[config.mk]
export PLATFORM = sky130hd
export DESIGN_NAME = video_fetch_top
export DESIGN_NICKNAME = d
export VERILOG_FILES = /design/src/video_pkg.sv /design/src/stream_ifs.sv /design/src/video_fetch_top.sv /design/src/scanout.sv /design/src/word_queue.sv /design/src/burst_fetcher.sv /design/src/io_regs.sv
export SDC_FILE = /design/constraint.sdc
export NUM_CORES = 1
export LEC_CHECK = 0
export BUFFER_PORTS_ARGS = -buffer_cell sky130_fd_sc_hd__buf_2
export CORE_MARGIN = 5
export CORE_UTILIZATION = 60
export CTS_CLUSTER_SIZE = 28
export DETAILED_ROUTE_END_ITERATION = 16
export PLACE_DENSITY = 0.84
export SYNTH_ARGS = -nofsm -noshare
export SYNTH_HDL_FRONTEND = slang
export SYNTH_SLANG_ARGS = --single-unit
export TNS_END_PERCENT = 100
[constraint.sdc]
create_clock -name clk_cpu -period 4.65 [get_ports clk_cpu]
set_clock_uncertainty 0.15 [all_clocks]
set_input_delay 0.2325 -clock clk_cpu [delete_from_list [all_inputs] [get_ports clk_cpu]]
set_output_delay 0.2325 -clock clk_cpu [all_outputs]
set_load 0.005 [all_outputs]
[src/video_pkg.sv]
/* geometry is scaled down for simulation, one burst is 32 bytes (16 halfword beats)
   widths below assume power-of-two burst, frame and queue sizes */
package video_pkg;

    localparam int FRAME_W          = 32;
    localparam int FRAME_H          = 8;
    localparam int FRAME_PIXELS     = FRAME_W * FRAME_H;
    localparam int BURST_HALFWORDS  = 16;                    // beats per burst
    localparam int BURST_WORDS      = BURST_HALFWORDS / 2;   // after pairing
    localparam int BURSTS_PER_FRAME = FRAME_PIXELS / BURST_HALFWORDS;
    localparam int QUEUE_WORDS      = 32;                    // also initial credits
    localparam int CYCLES_PER_MS    = 10;
    localparam int HALF_ADDR_W      = 24;

    localparam int BEAT_W      = $clog2(BURST_HALFWORDS);
    localparam int BURST_IDX_W = $clog2(BURSTS_PER_FRAME);
    localparam int QUEUE_AW    = $clog2(QUEUE_WORDS);
    localparam int CREDIT_W    = $clog2(QUEUE_WORDS + 1);   // must hold QUEUE_WORDS itself
    localparam int MS_PRE_W    = $clog2(CYCLES_PER_MS);

    typedef logic [31:0]            word_t;
    typedef logic [15:0]            pixel_t;    // rgb565, also one memory beat
    typedef logic [HALF_ADDR_W-1:0] half_addr_t;
    typedef logic [4:0]             io_addr_t;
    typedef logic [CREDIT_W-1:0]    credit_t;

    typedef enum logic [4:0] {
        IO_MS_COUNT = 5'd0,   // read only
        IO_FB_BASE  = 5'd1,
        IO_STATUS   = 5'd2,   // bit0 underrun, bit1 fetch enabled
        IO_CONTROL  = 5'd3    // bit0 fetch enable, bit1 clear underrun
    } io_reg_e;

    typedef enum logic [1:0] {
        FETCH_IDLE,
        FETCH_REQ,
        FETCH_DATA
    } fetch_state_e;

endpackage
[src/stream_ifs.sv]
/* fill side is credit based, push never checks for space
   drain side shows the queue head combinationally */
`timescale 1ns/10ps

interface fill_if;
    logic              push;
    video_pkg::word_t  word;
    logic              sof;      // first word of a frame
    logic              credit;   // one pulse per word popped downstream

    modport producer  (output push, output word, output sof, input credit);
    modport buffer_in (input push, input word, input sof, output credit);
endinterface

interface drain_if;
    logic              pop;
    video_pkg::word_t  word;
    logic              sof;
    logic              empty;

    // pop only while empty is low
    modport buffer_out (input pop, output word, output sof, output empty);
    modport consumer   (output pop, input word, input sof, input empty);
endinterface

[src/video_fetch_top.sv]
/* single clock domain, reset is synchronous and active high despite its name
   memory side expects one burst of BURST_HALFWORDS beats per ack */
`timescale 1ns/10ps

module video_fetch_top (
    input  logic                  clk_cpu,
    input  logic                  rst_n,
    // external memory
    output logic                  mem_req_o,
    output video_pkg::half_addr_t mem_addr_o,
    input  logic                  mem_ack_i,
    input  logic                  mem_rvalid_i,
    input  video_pkg::pixel_t     mem_rdata_i,
    // display
    input  logic                  pix_req_i,
    output logic                  pix_valid_o,
    output video_pkg::pixel_t     pix_data_o,
    output logic                  pix_sof_o,
    // io bus
    input  logic                  io_wr_i,
    input  logic                  io_rd_i,
    input  video_pkg::io_addr_t   io_addr_i,
    input  video_pkg::word_t      io_wdata_i,
    output video_pkg::word_t      io_rdata_o
);

    logic                  fetch_en;
    logic                  underrun;   // one-cycle pulse from scanout
    video_pkg::half_addr_t fb_base;

    fill_if  fill ();
    drain_if drain ();

    io_regs u_io_regs (
        .clk_cpu    (clk_cpu),
        .rst_n      (rst_n),
        .io_wr_i    (io_wr_i),
        .io_rd_i    (io_rd_i),
        .io_addr_i  (io_addr_i),
        .io_wdata_i (io_wdata_i),
        .io_rdata_o (io_rdata_o),
        .underrun_i (underrun),
        .fetch_en_o (fetch_en),
        .fb_base_o  (fb_base)
    );

    burst_fetcher u_fetcher (
        .clk_cpu      (clk_cpu),
        .rst_n        (rst_n),
        .fetch_en_i   (fetch_en),
        .fb_base_i    (fb_base),
        .mem_req_o    (mem_req_o),
        .mem_addr_o   (mem_addr_o),
        .mem_ack_i    (mem_ack_i),
        .mem_rvalid_i (mem_rvalid_i),
        .mem_rdata_i  (mem_rdata_i),
        .fill         (fill.producer)
    );

    word_queue u_queue (
        .clk_cpu (clk_cpu),
        .rst_n   (rst_n),
        .fill    (fill.buffer_in),
        .drain   (drain.buffer_out)
    );

    scanout u_scanout (
        .clk_cpu     (clk_cpu),
        .rst_n       (rst_n),
        .pix_req_i   (pix_req_i),
        .drain       (drain.consumer),
        .pix_valid_o (pix_valid_o),
        .pix_data_o  (pix_data_o),
        .pix_sof_o   (pix_sof_o),
        .underrun_o  (underrun)
    );

endmodule

[src/scanout.sv]
/* pixel comes out one cycle after pix_req_i, low half of each word first
   a request on an empty queue gives no pixel and flags underrun */
`timescale 1ns/10ps

module scanout (
    input  logic              clk_cpu,
    input  logic              rst_n,
    input  logic              pix_req_i,
    drain_if.consumer         drain,
    output logic              pix_valid_o,
    output video_pkg::pixel_t pix_data_o,
    output logic              pix_sof_o,
    output logic              underrun_o
);

    logic high_half;   // next pixel comes from word[31:16]
    logic take;

    assign take      = pix_req_i && !drain.empty;
    assign drain.pop = take && high_half;   // word done after its high half

    always_ff @(posedge clk_cpu) begin
        if (rst_n) begin
            high_half   <= 1'b0;
            pix_valid_o <= 1'b0;
            pix_sof_o   <= 1'b0;
            underrun_o  <= 1'b0;
        end else begin
            pix_valid_o <= take;
            pix_sof_o   <= take && !high_half && drain.sof;
            underrun_o  <= pix_req_i && drain.empty;
            if (take)
                high_half <= !high_half;
        end
    end

    always_ff @(posedge clk_cpu) begin
        if (take)
            pix_data_o <= high_half ? drain.word[31:16] : drain.word[15:0];
    end

endmodule

[src/word_queue.sv]
/* no full flag, the producer's credit count keeps pushes in bounds
   head word and sof are read combinationally */
`timescale 1ns/10ps

module word_queue (
    input  logic        clk_cpu,
    input  logic        rst_n,
    fill_if.buffer_in   fill,
    drain_if.buffer_out drain
);

    video_pkg::word_t              word_mem [video_pkg::QUEUE_WORDS];
    logic                          sof_mem  [video_pkg::QUEUE_WORDS];
    logic [video_pkg::QUEUE_AW:0]  wr_ptr;   // extra bit tells full from empty
    logic [video_pkg::QUEUE_AW:0]  rd_ptr;

    assign drain.empty = wr_ptr == rd_ptr;
    assign drain.word  = word_mem[rd_ptr[video_pkg::QUEUE_AW-1:0]];
    assign drain.sof   = sof_mem[rd_ptr[video_pkg::QUEUE_AW-1:0]];

    always_ff @(posedge clk_cpu) begin
        if (rst_n) begin
            wr_ptr      <= '0;
            rd_ptr      <= '0;
            fill.credit <= 1'b0;
        end else begin
            if (fill.push)
                wr_ptr <= wr_ptr + 1'b1;
            if (drain.pop)
                rd_ptr <= rd_ptr + 1'b1;
            fill.credit <= drain.pop;   // each freed slot goes back as a credit
        end
    end

    always_ff @(posedge clk_cpu) begin
        if (fill.push) begin
            word_mem[wr_ptr[video_pkg::QUEUE_AW-1:0]] <= fill.word;
            sof_mem[wr_ptr[video_pkg::QUEUE_AW-1:0]]  <= fill.sof;
        end
    end

endmodule

[src/burst_fetcher.sv]
/* one burst outstanding at a time, issued only with a full burst of credits
   frame base is sampled when burst 0 of a frame is issued */
`timescale 1ns/10ps

module burst_fetcher (
    input  logic                  clk_cpu,
    input  logic                  rst_n,
    input  logic                  fetch_en_i,
    input  video_pkg::half_addr_t fb_base_i,
    output logic                  mem_req_o,
    output video_pkg::half_addr_t mem_addr_o,
    input  logic                  mem_ack_i,
    input  logic                  mem_rvalid_i,
    input  video_pkg::pixel_t     mem_rdata_i,
    fill_if.producer              fill
);

    video_pkg::fetch_state_e           state;
    video_pkg::credit_t                credits;
    video_pkg::credit_t                credits_nxt;
    logic [video_pkg::BURST_IDX_W-1:0] burst_idx;
    logic [video_pkg::BEAT_W-1:0]      beat_cnt;
    video_pkg::half_addr_t             frame_base;
    video_pkg::half_addr_t             base_sel;
    video_pkg::pixel_t                 low_half;   // even beat waiting for its partner
    logic                              start;
    logic                              accept;
    logic                              beat;
    logic                              last_beat;

    assign start = state == video_pkg::FETCH_IDLE && fetch_en_i &&
                   32'(credits) >= video_pkg::BURST_WORDS;
    assign accept    = state == video_pkg::FETCH_REQ && mem_ack_i;
    assign beat      = state == video_pkg::FETCH_DATA && mem_rvalid_i;
    assign last_beat = beat && 32'(beat_cnt) == video_pkg::BURST_HALFWORDS - 1;
    assign base_sel  = burst_idx == '0 ? fb_base_i : frame_base;
    assign mem_req_o = state == video_pkg::FETCH_REQ;   // addr is stable while high

    // credits come back one per popped word, leave a whole burst at a time
    always_comb begin
        credits_nxt = credits;
        if (fill.credit)
            credits_nxt = credits_nxt + 1'b1;
        if (accept)
            credits_nxt = credits_nxt - video_pkg::credit_t'(video_pkg::BURST_WORDS);
    end

    always_ff @(posedge clk_cpu) begin
        if (rst_n) begin
            state     <= video_pkg::FETCH_IDLE;
            credits   <= video_pkg::credit_t'(video_pkg::QUEUE_WORDS);
            burst_idx <= '0;
            beat_cnt  <= '0;
            fill.push <= 1'b0;
        end else begin
            credits   <= credits_nxt;
            fill.push <= beat && beat_cnt[0];   // odd beat completes a word
            case (state)
                video_pkg::FETCH_IDLE:
                    if (start)
                        state <= video_pkg::FETCH_REQ;
                video_pkg::FETCH_REQ:
                    if (mem_ack_i) begin
                        state    <= video_pkg::FETCH_DATA;
                        beat_cnt <= '0;
                    end
                video_pkg::FETCH_DATA:
                    if (mem_rvalid_i) begin
                        beat_cnt <= beat_cnt + 1'b1;
                        if (last_beat) begin
                            state <= video_pkg::FETCH_IDLE;
                            if (32'(burst_idx) == video_pkg::BURSTS_PER_FRAME - 1)
                                burst_idx <= '0;   // frame wrap
                            else
                                burst_idx <= burst_idx + 1'b1;
                        end
                    end
                default: state <= video_pkg::FETCH_IDLE;
            endcase
        end
    end

    always_ff @(posedge clk_cpu) begin
        if (start) begin
            frame_base <= base_sel;
            mem_addr_o <= base_sel + video_pkg::half_addr_t'(burst_idx) *
                          video_pkg::half_addr_t'(video_pkg::BURST_HALFWORDS);
        end
        if (beat && !beat_cnt[0])
            low_half <= mem_rdata_i;
        if (beat && beat_cnt[0]) begin
            fill.word <= {mem_rdata_i, low_half};   // first beat in the low half
            fill.sof  <= burst_idx == '0 && beat_cnt[video_pkg::BEAT_W-1:1] == '0;
        end
    end

endmodule

[src/io_regs.sv]
/* writes land one cycle after io_wr_i, read data is registered
   a new frame base is only picked up by the fetcher at the next frame start */
`timescale 1ns/10ps

module io_regs (
    input  logic                  clk_cpu,
    input  logic                  rst_n,
    input  logic                  io_wr_i,
    input  logic                  io_rd_i,
    input  video_pkg::io_addr_t   io_addr_i,
    input  video_pkg::word_t      io_wdata_i,
    output video_pkg::word_t      io_rdata_o,
    input  logic                  underrun_i,
    output logic                  fetch_en_o,
    output video_pkg::half_addr_t fb_base_o
);

    logic [video_pkg::MS_PRE_W-1:0] prescale;
    video_pkg::word_t               ms_count;
    logic                           underrun;   // sticky
    logic                           ms_tick;

    assign ms_tick = 32'(prescale) == video_pkg::CYCLES_PER_MS - 1;

    always_ff @(posedge clk_cpu) begin
        if (rst_n) begin
            prescale   <= '0;
            ms_count   <= '0;
            fb_base_o  <= '0;
            fetch_en_o <= 1'b0;
            underrun   <= 1'b0;
        end else begin
            prescale <= ms_tick ? '0 : prescale + 1'b1;
            ms_count <= ms_count + video_pkg::word_t'(ms_tick);
            if (io_wr_i) begin
                case (video_pkg::io_reg_e'(io_addr_i))
                    video_pkg::IO_FB_BASE: fb_base_o <= io_wdata_i[video_pkg::HALF_ADDR_W-1:0];
                    video_pkg::IO_CONTROL: begin
                        fetch_en_o <= io_wdata_i[0];
                        if (io_wdata_i[1])
                            underrun <= 1'b0;
                    end
                    default: ;
                endcase
            end
            if (underrun_i)
                underrun <= 1'b1;   // a new event beats a clear in the same cycle
        end
    end

    always_ff @(posedge clk_cpu) begin
        if (io_rd_i) begin
            case (video_pkg::io_reg_e'(io_addr_i))
                video_pkg::IO_MS_COUNT: io_rdata_o <= ms_count;
                video_pkg::IO_FB_BASE:  io_rdata_o <= video_pkg::word_t'(fb_base_o);
                video_pkg::IO_STATUS:   io_rdata_o <= {30'd0, fetch_en_o, underrun};
                default:                io_rdata_o <= '0;
            endcase
        end
    end

endmodule

Yosys cells after proc, flatten, opt, wreduce, memory -nomap -nowiden
Memory sizes are Yosys's and may differ from the RTL's. A register that Yosys moved wholly into a read port is not among the register bits.
Cells that the tools add are included.
W data, S select, Z words.
{"block": "classes", "add_sub_neg": 9, "mul": 0, "div_mod_pow": 0, "magnitude_cmp": 1, "n_eq_ne": 13, "shift": 0, "n_mux": 24, "bitwise_logic": 0, "n_reduce_logical": 31}
{"cell": "$pmux W32 S3", "count": 1}
{"cell": "$add A32 B1 Y32", "count": 1}
{"cell": "$add A24 B8 Y24", "count": 1}
{"cell": "$mux W24", "count": 1}
{"cell": "$mux W5", "count": 4}
{"cell": "$add A6 B1 Y6 const B", "count": 3}
{"cell": "$mux W16", "count": 1}
{"cell": "$logic_and A1 B1 Y1", "count": 13}
{"cell": "$add A4 B1 Y4 const B", "count": 3}
{"cell": "$eq A4 B4 Y1 const B", "count": 3}
{"cell": "$mux W4", "count": 3}
{"cell": "$mux W6", "count": 2}
{"cell": "$eq A5 B2 Y1 const B", "count": 2}
{"cell": "$reduce_and A3 Y1", "count": 3}
{"cell": "$mux W2", "count": 4}
{"cell": "$pmux W4 S2", "count": 1}
{"cell": "$reduce_bool A2 Y1", "count": 4}
{"cell": "$eq A6 B6 Y1", "count": 1}
{"cell": "$ge A6 B4 Y1 const B", "count": 1}
{"cell": "$mux W1", "count": 6}
{"cell": "$ne A2 B1 Y1 const B", "count": 3}
{"cell": "$pmux W2 S3", "count": 1}
{"cell": "$sub A6 B4 Y6 const B", "count": 1}
{"cell": "$eq A5 B1 Y1 const B", "count": 1}
{"cell": "11 further kinds", "count": 14}
{"block": "word_totals", "reg_bits": 241, "latchBits": 0, "ramBits": 1056, "romBits": 0, "inputBits": 60, "output_inout_bits": 75, "wordCells": 104, "memories": 2}
{"name": "u_queue.word_mem", "depth": 32, "word_bits": 32, "read_ports": 1, "rd_clocked_by_memory_dff": 1, "wr": 1, "line_no": "word_queue.sv:12", "text": "video_pkg::word_t word_mem [video_pkg::QUEUE_WORDS];"}
{"name": "u_queue.sof_mem", "depth": 32, "word_bits": 1, "read_ports": 1, "rd_clocked_by_memory_dff": 1, "wr": 1, "line_no": "word_queue.sv:13", "text": "logic sof_mem [video_pkg::QUEUE_WORDS];"}

Longest topological paths before layout
{"block": "depth", "word_depth": 6, "mapped_depth": 14, "mapped_depth_nobuf": 12}

Modules after synthesis
From an unflattened synthesis, not the netlist that was laid out.
{"block": "unflattened", "cells_unflattened": 3159, "hier_area_um2": 51162.8}
{"module": "word_queue", "n_inst": 1, "cells_each": 2373, "area_each_um2": 41868.9, "seq_area_each_um2": 32070.8}
{"module": "burst_fetcher", "n_inst": 1, "cells_each": 345, "area_each_um2": 4524.3, "seq_area_each_um2": 3133.0}
{"module": "io_regs", "n_inst": 1, "cells_each": 393, "area_each_um2": 3908.7, "seq_area_each_um2": 2202.1}
{"module": "scanout", "n_inst": 1, "cells_each": 48, "area_each_um2": 860.8, "seq_area_each_um2": 560.5}

Least setup slack after synthesis
Ideal clock, no wire load.
{"block": "synth_path", "kind": "reg2reg", "start": "reg u_queue.wr_ptr[0] (netlist bit)", "end": "mem u_queue.sof_mem[3], enable pin", "setup_time_ps": 464, "arrival_time_ps": 3235, "required_ps": 4036, "setup_slack_ps": 801, "path_stages_with_launch": 5, "n_path_buf": 0, "period_less_slack_ps": 3849, "path_cell_list": "dfxtp_1 -> ha_1 -> nand2_1 -> or2_1 -> nor3_1"}
{"item": "start: declaration", "line_no": "word_queue.sv:14", "text": "logic [video_pkg::QUEUE_AW:0] wr_ptr;"}
{"item": "start signal: assignment", "line_no": "word_queue.sv:28", "text": "wr_ptr <= wr_ptr + 1'b1;"}
{"item": "end: declaration", "line_no": "word_queue.sv:13"}
No word-level cell before the write port.

Final worst setup path
{"block": "layout_path", "start": "reg u_fetcher.burst_idx[1] (netlist bit)", "end": "reg u_fetcher.mem_addr_o[18] (data pin)"}
{"block": "layout_between", "elab_chain_cells": 3}
{"item": "start: declaration", "line_no": "burst_fetcher.sv:21", "text": "logic [video_pkg::BURST_IDX_W-1:0] burst_idx;"}
{"item": "start signal: assignment", "line_no": "burst_fetcher.sv:75", "text": "burst_idx <= burst_idx + 1'b1;"}
{"item": "$logic_not A4 Y1", "line_no": "burst_fetcher.sv:36", "text": "assign base_sel = burst_idx == '0 ? fb_base_i : frame_base;"}
{"item": "$mux W24", "line_no": "burst_fetcher.sv:36"}
{"item": "net u_fetcher.base_sel[4]", "line_no": "burst_fetcher.sv:24", "text": "video_pkg::half_addr_t base_sel;"}
{"item": "$add A24 B8 Y24", "line_no": "burst_fetcher.sv:86", "text": "mem_addr_o <= base_sel + video_pkg::half_addr_t'(burst_idx) *"}
{"item": "end signal: assignment", "line_no": "burst_fetcher.sv:86"}
{"item": "end: declaration", "line_no": "burst_fetcher.sv:11", "text": "output video_pkg::half_addr_t mem_addr_o,"}
The timed path passes the listed nets, and every way through them passes these cells.
A chain may end at the register's enable or synchronous reset.

==> flow_summary_export.csv <==
group,metric,value,unit
worst_setup_path,critPathKind,"flip-flop to flip-flop",
worst_setup_path,ff2ff_path_depth,13,
floorplanning,die_w,298,µm
clock_tree,cts_tree,"yes",
floorplanning,std_cell_rows,105,
worst_setup_path,reg2reg_to,"u_fetcher.mem_addr_o[18]",
clock_tree,cts_buffer_depth,3,
power,pwr-share-clk,0.443,
route,remaining_drc_errors,0,
worst_hold_path,hold_path.class,"input pin to flip-flop",
worst_setup_path,end_kind,"flip-flop",
worst_setup_path,worstPathArrival,3780,ps
worst_setup_path,crit_path_cell_trace,"inv_1 -> ha_1 -> nor3b_2 -> buf_4 -> mux2_1 -> ha_1 -> inv_1 -> fa_1 -> nor2b_1 -> o21a_1 -> o211ai_1 -> a211oi_1 -> xor2_1",
worst_setup_path,cpMaxStageDelayCell,"dfxtp_1",
timing,tns,0,ps
place,place.gp.congestion,0.823,
power,p_int,18300,µW
timing,post-route-period-util,0.749,
route,drt-total-wl,137,mm
floorplanning,ios,135,
timing,report.final.hold_viol_count,0,
grt,grt_max_degree,97,
grt,grt_remaining_overflow,0,
timing,max_slew_margin,0.216,
timing,worst_pin_slew,1180,ps
worst_setup_path,crit_family,"adder cells",
final_layout,area_growth,13.6,%
final_layout,layout_commonest_cell,"edfxtp_1",
route,num_vias,28300,
power,swShare,0.197,
worst_setup_path,critical_path_buf_inv_count,3,
place,dp_cells,3682,
worst_setup_path,cp-endpoint,"u_fetcher.mem_addr_o[18]",
clock_tree,cts_max_level,3,
grt,grt_pass1_wl,198,mm
timing,timing.final.max_slew_violations,0,
synth,yosys_warnings,0,
worst_setup_path,r2r_slack,1170,ps
floorplanning,dieArea,88800,µm²
clock_tree,cts_sinks,1298,
clock_tree,cts_root_buf,"clkbuf_16",
synth,synth_seq_area_share,0.763,
power,p_leak,0.0178,µW
place,port_buffers,126,
worst_setup_path,slowest_delay,430,ps
clock_tree,cts.clk_slew.worst_paths,70,ps
worst_setup_path,crit_cells,13,
route,wire_per_inst,34.6,µm
worst_hold_path,hp-start,"io_addr_i[0]",
synth,ys_seq_elements,1298,
worst_setup_path,critPathLaunchType,"flip-flop",
power,ir_worst_vdd,356,µV
power,total_power,22800,µW
worst_setup_path,crit_path_start,"u_fetcher.burst_idx[1]",
synth,yosys.cell_types.count,63,
final_layout,layout_common_cells,"1,197 x edfxtp_1, 254 x mux4_2, 126 x buf_2",
synth,synth_nets,2615,
final_layout,final_core_util,0.688,
final_layout,drive_gt1_frac,0.246,
synth,synth_edf_count,1197,
synth,netlist_instances,2535,
route,drt_iter0_markers,4425,
worst_setup_path,worst_ep_required_time,4950,ps
final_layout,layout.cells.non_filler,3950,
grt,grt_antenna_before_repair,2,
clock_tree,numCtsBuffers,116,
worst_setup_path,worstPathMaxFanout,28,
route,ant_nets,0,
floorplanning,coreArea,82200,µm²
timing,hold_slack,79.6,ps
synth,synth_area,49800,µm²
power,power_frac_seq,0.552,
floorplanning,die-height,298,µm
route,vias_per_cell,7.17,
power,power-per-cell-area,403,nW/µm²
synth,async_flop_share,0,
grt,grt_pass1_vias,28700,
floorplanning,start_util,0.605,
flow_run,maxCapViolCount,0,
timing,fmaxAchievable,287,MHz
outcome,status,"complete, no violations",
timing,fin_crit,3480,ps
route,first_pass_iters,7,
power,p_comb_frac,0.005,
place,dpl.hpwl,69.8,mm
worst_setup_path,reg2reg_from,"u_fetcher.burst_idx[1]",
clock_tree,insertion_delay,710,ps
timing,rsz0062_at_grt,"false",
final_layout,nNetsFinal,2862,
timing,setup_viol,0,
synth,synth_flop_cell,"edfxtp_1",
power,switchingPower,4500,µW
grt,grt_usage,0.306,
synth,syn_avg_cell_area,19.6,µm²
power by group through the flow:
stage	Sequential [µW]	Combinational (µW)	Clock [µW]
floorplan	12800	28.8	0
global placement	12800	81.0	0
detailed placement	12800	85.5	0
CTS	12600	120	10100
global route	12600	131	10600
finish	12600	124	10100
routing by layer:
metal,wire length [µm],global-route usage,vias to the layer above
li1,-,-,10800
met1,43600,0.383,14300
met2,68300,0.510,2680
met3,16900,0.0732,528
met4,7930,0.145,0
met5,0,0,-
kinds of logic (layout without fill, tap and decap cells):
logic type,Yosys count,after routing,share of synthesized area
flip-flops,1298,1298,0.763
multiplexers,322,322,0.129
AO/OA/AOI/OAI,278,278,0.0373
AND/OR/NAND/NOR,403,403,0.0398
other,0,1,0
buffers and inverters,150,494,0.0144
adder cells (fa/ha/maj),20,20,0.00518
XOR/XNOR,64,64,0.0113
repair_timing:
action / 4_1_cts / 5_1_grt
hold endpoints to repair: 101 / 0
setup endpoints to repair: 0 / 0
resized for setup: 0 / 0
buffers inserted: 0 / 0
hold buffers: 52 / 0
flip-flops by register name, summed over array words and instances, names as in the netlist, 20 cells and up, named ones only:
signal and count:
u_io_regs.ms_count 32, u_fetcher.mem_addr_o 20, u_io_regs.io_rdata_o 32, u_fetcher.fill.word 32, u_io_regs.fb_base_o 24, u_queue.word_mem 1024
u_queue.sof_mem 32, u_fetcher.frame_base 24
cell type report:
class                   count  area (µm²)
flip-flops and latches   1298       38000
fillers                  4534       25700
multi-input cells        1087       11300
clock buffers             145        3080
repair buffers            259        1880
well taps                1070        1340
clock inverters            70         866
inverters                  20        75.1
diodes                      1        2.50
how the worst min path moves through the flow:
stage	to	slack, ps	cells past startpoint
floorplan	u_scanout.pix_valid_o	170	1
global placement	u_fetcher.fill.word[11]	250	0
detailed placement	u_fetcher.fill.word[3]	250	0
CTS	u_io_regs.io_rdata_o[1]	10	5
global route	u_io_regs.io_rdata_o[1]	90	4
finish	u_io_regs.io_rdata_o[1]	80	4
synthesized netlist by cell type (3+ instances only):
library cell     n  area [µm²]
edfxtp_1      1197       35900
mux4_2         254        5720
nor2_1         122         458
dfxtp_1        101        2020
nand2_1         97         364
a21oi_1         83         415
clkbuf_1        56         210
a22oi_1         37         278
buf_2           37         185
o22ai_1         35         219
xor2_1          35         307
mux2i_1         31         310
nor3_1          29         145
xnor2_1         29         254
nor2b_1         27         169
mux2_2          26         293
nand3_1         26         130
buf_4           23         173
a22o_1          22         193
ha_1            19         238
nand4_1         18         113
o221ai_1        18         158
inv_1           17        63.8
and2_1          16         100
o21ai_1         15        75.1
o211ai_1        14         105
or3_1           14        87.6
nand2b_1        12        75.1
o21ai_0         12        60.1
buf_1           11        41.3
mux2_1          11         124
a211oi_1        10        75.1
and3_1          10        62.6
o2bb2ai_1        9        78.8
nand3b_1         8        60.1
a2111oi_0        6        52.6
o41ai_1          6        52.6
and4_1           5        43.8
buf_6            3        33.8
inv_2            3        11.3
or2_1            3        18.8
tightest hold or removal path, stage by stage:
cell and delay, ps:
buf_2 170, nor2b_1 90, a21oi_1 190, nor2_1 80
per-stage QoR:
step,area [µm²],worst slack [ps]
detailed placement,52100,1260
CTS,56600,1170
finish,56600,1170
global placement,52100,1360
global route,56600,886
floorplan,49800,801
No activity file was read; power rests on OpenSTA's default activity.
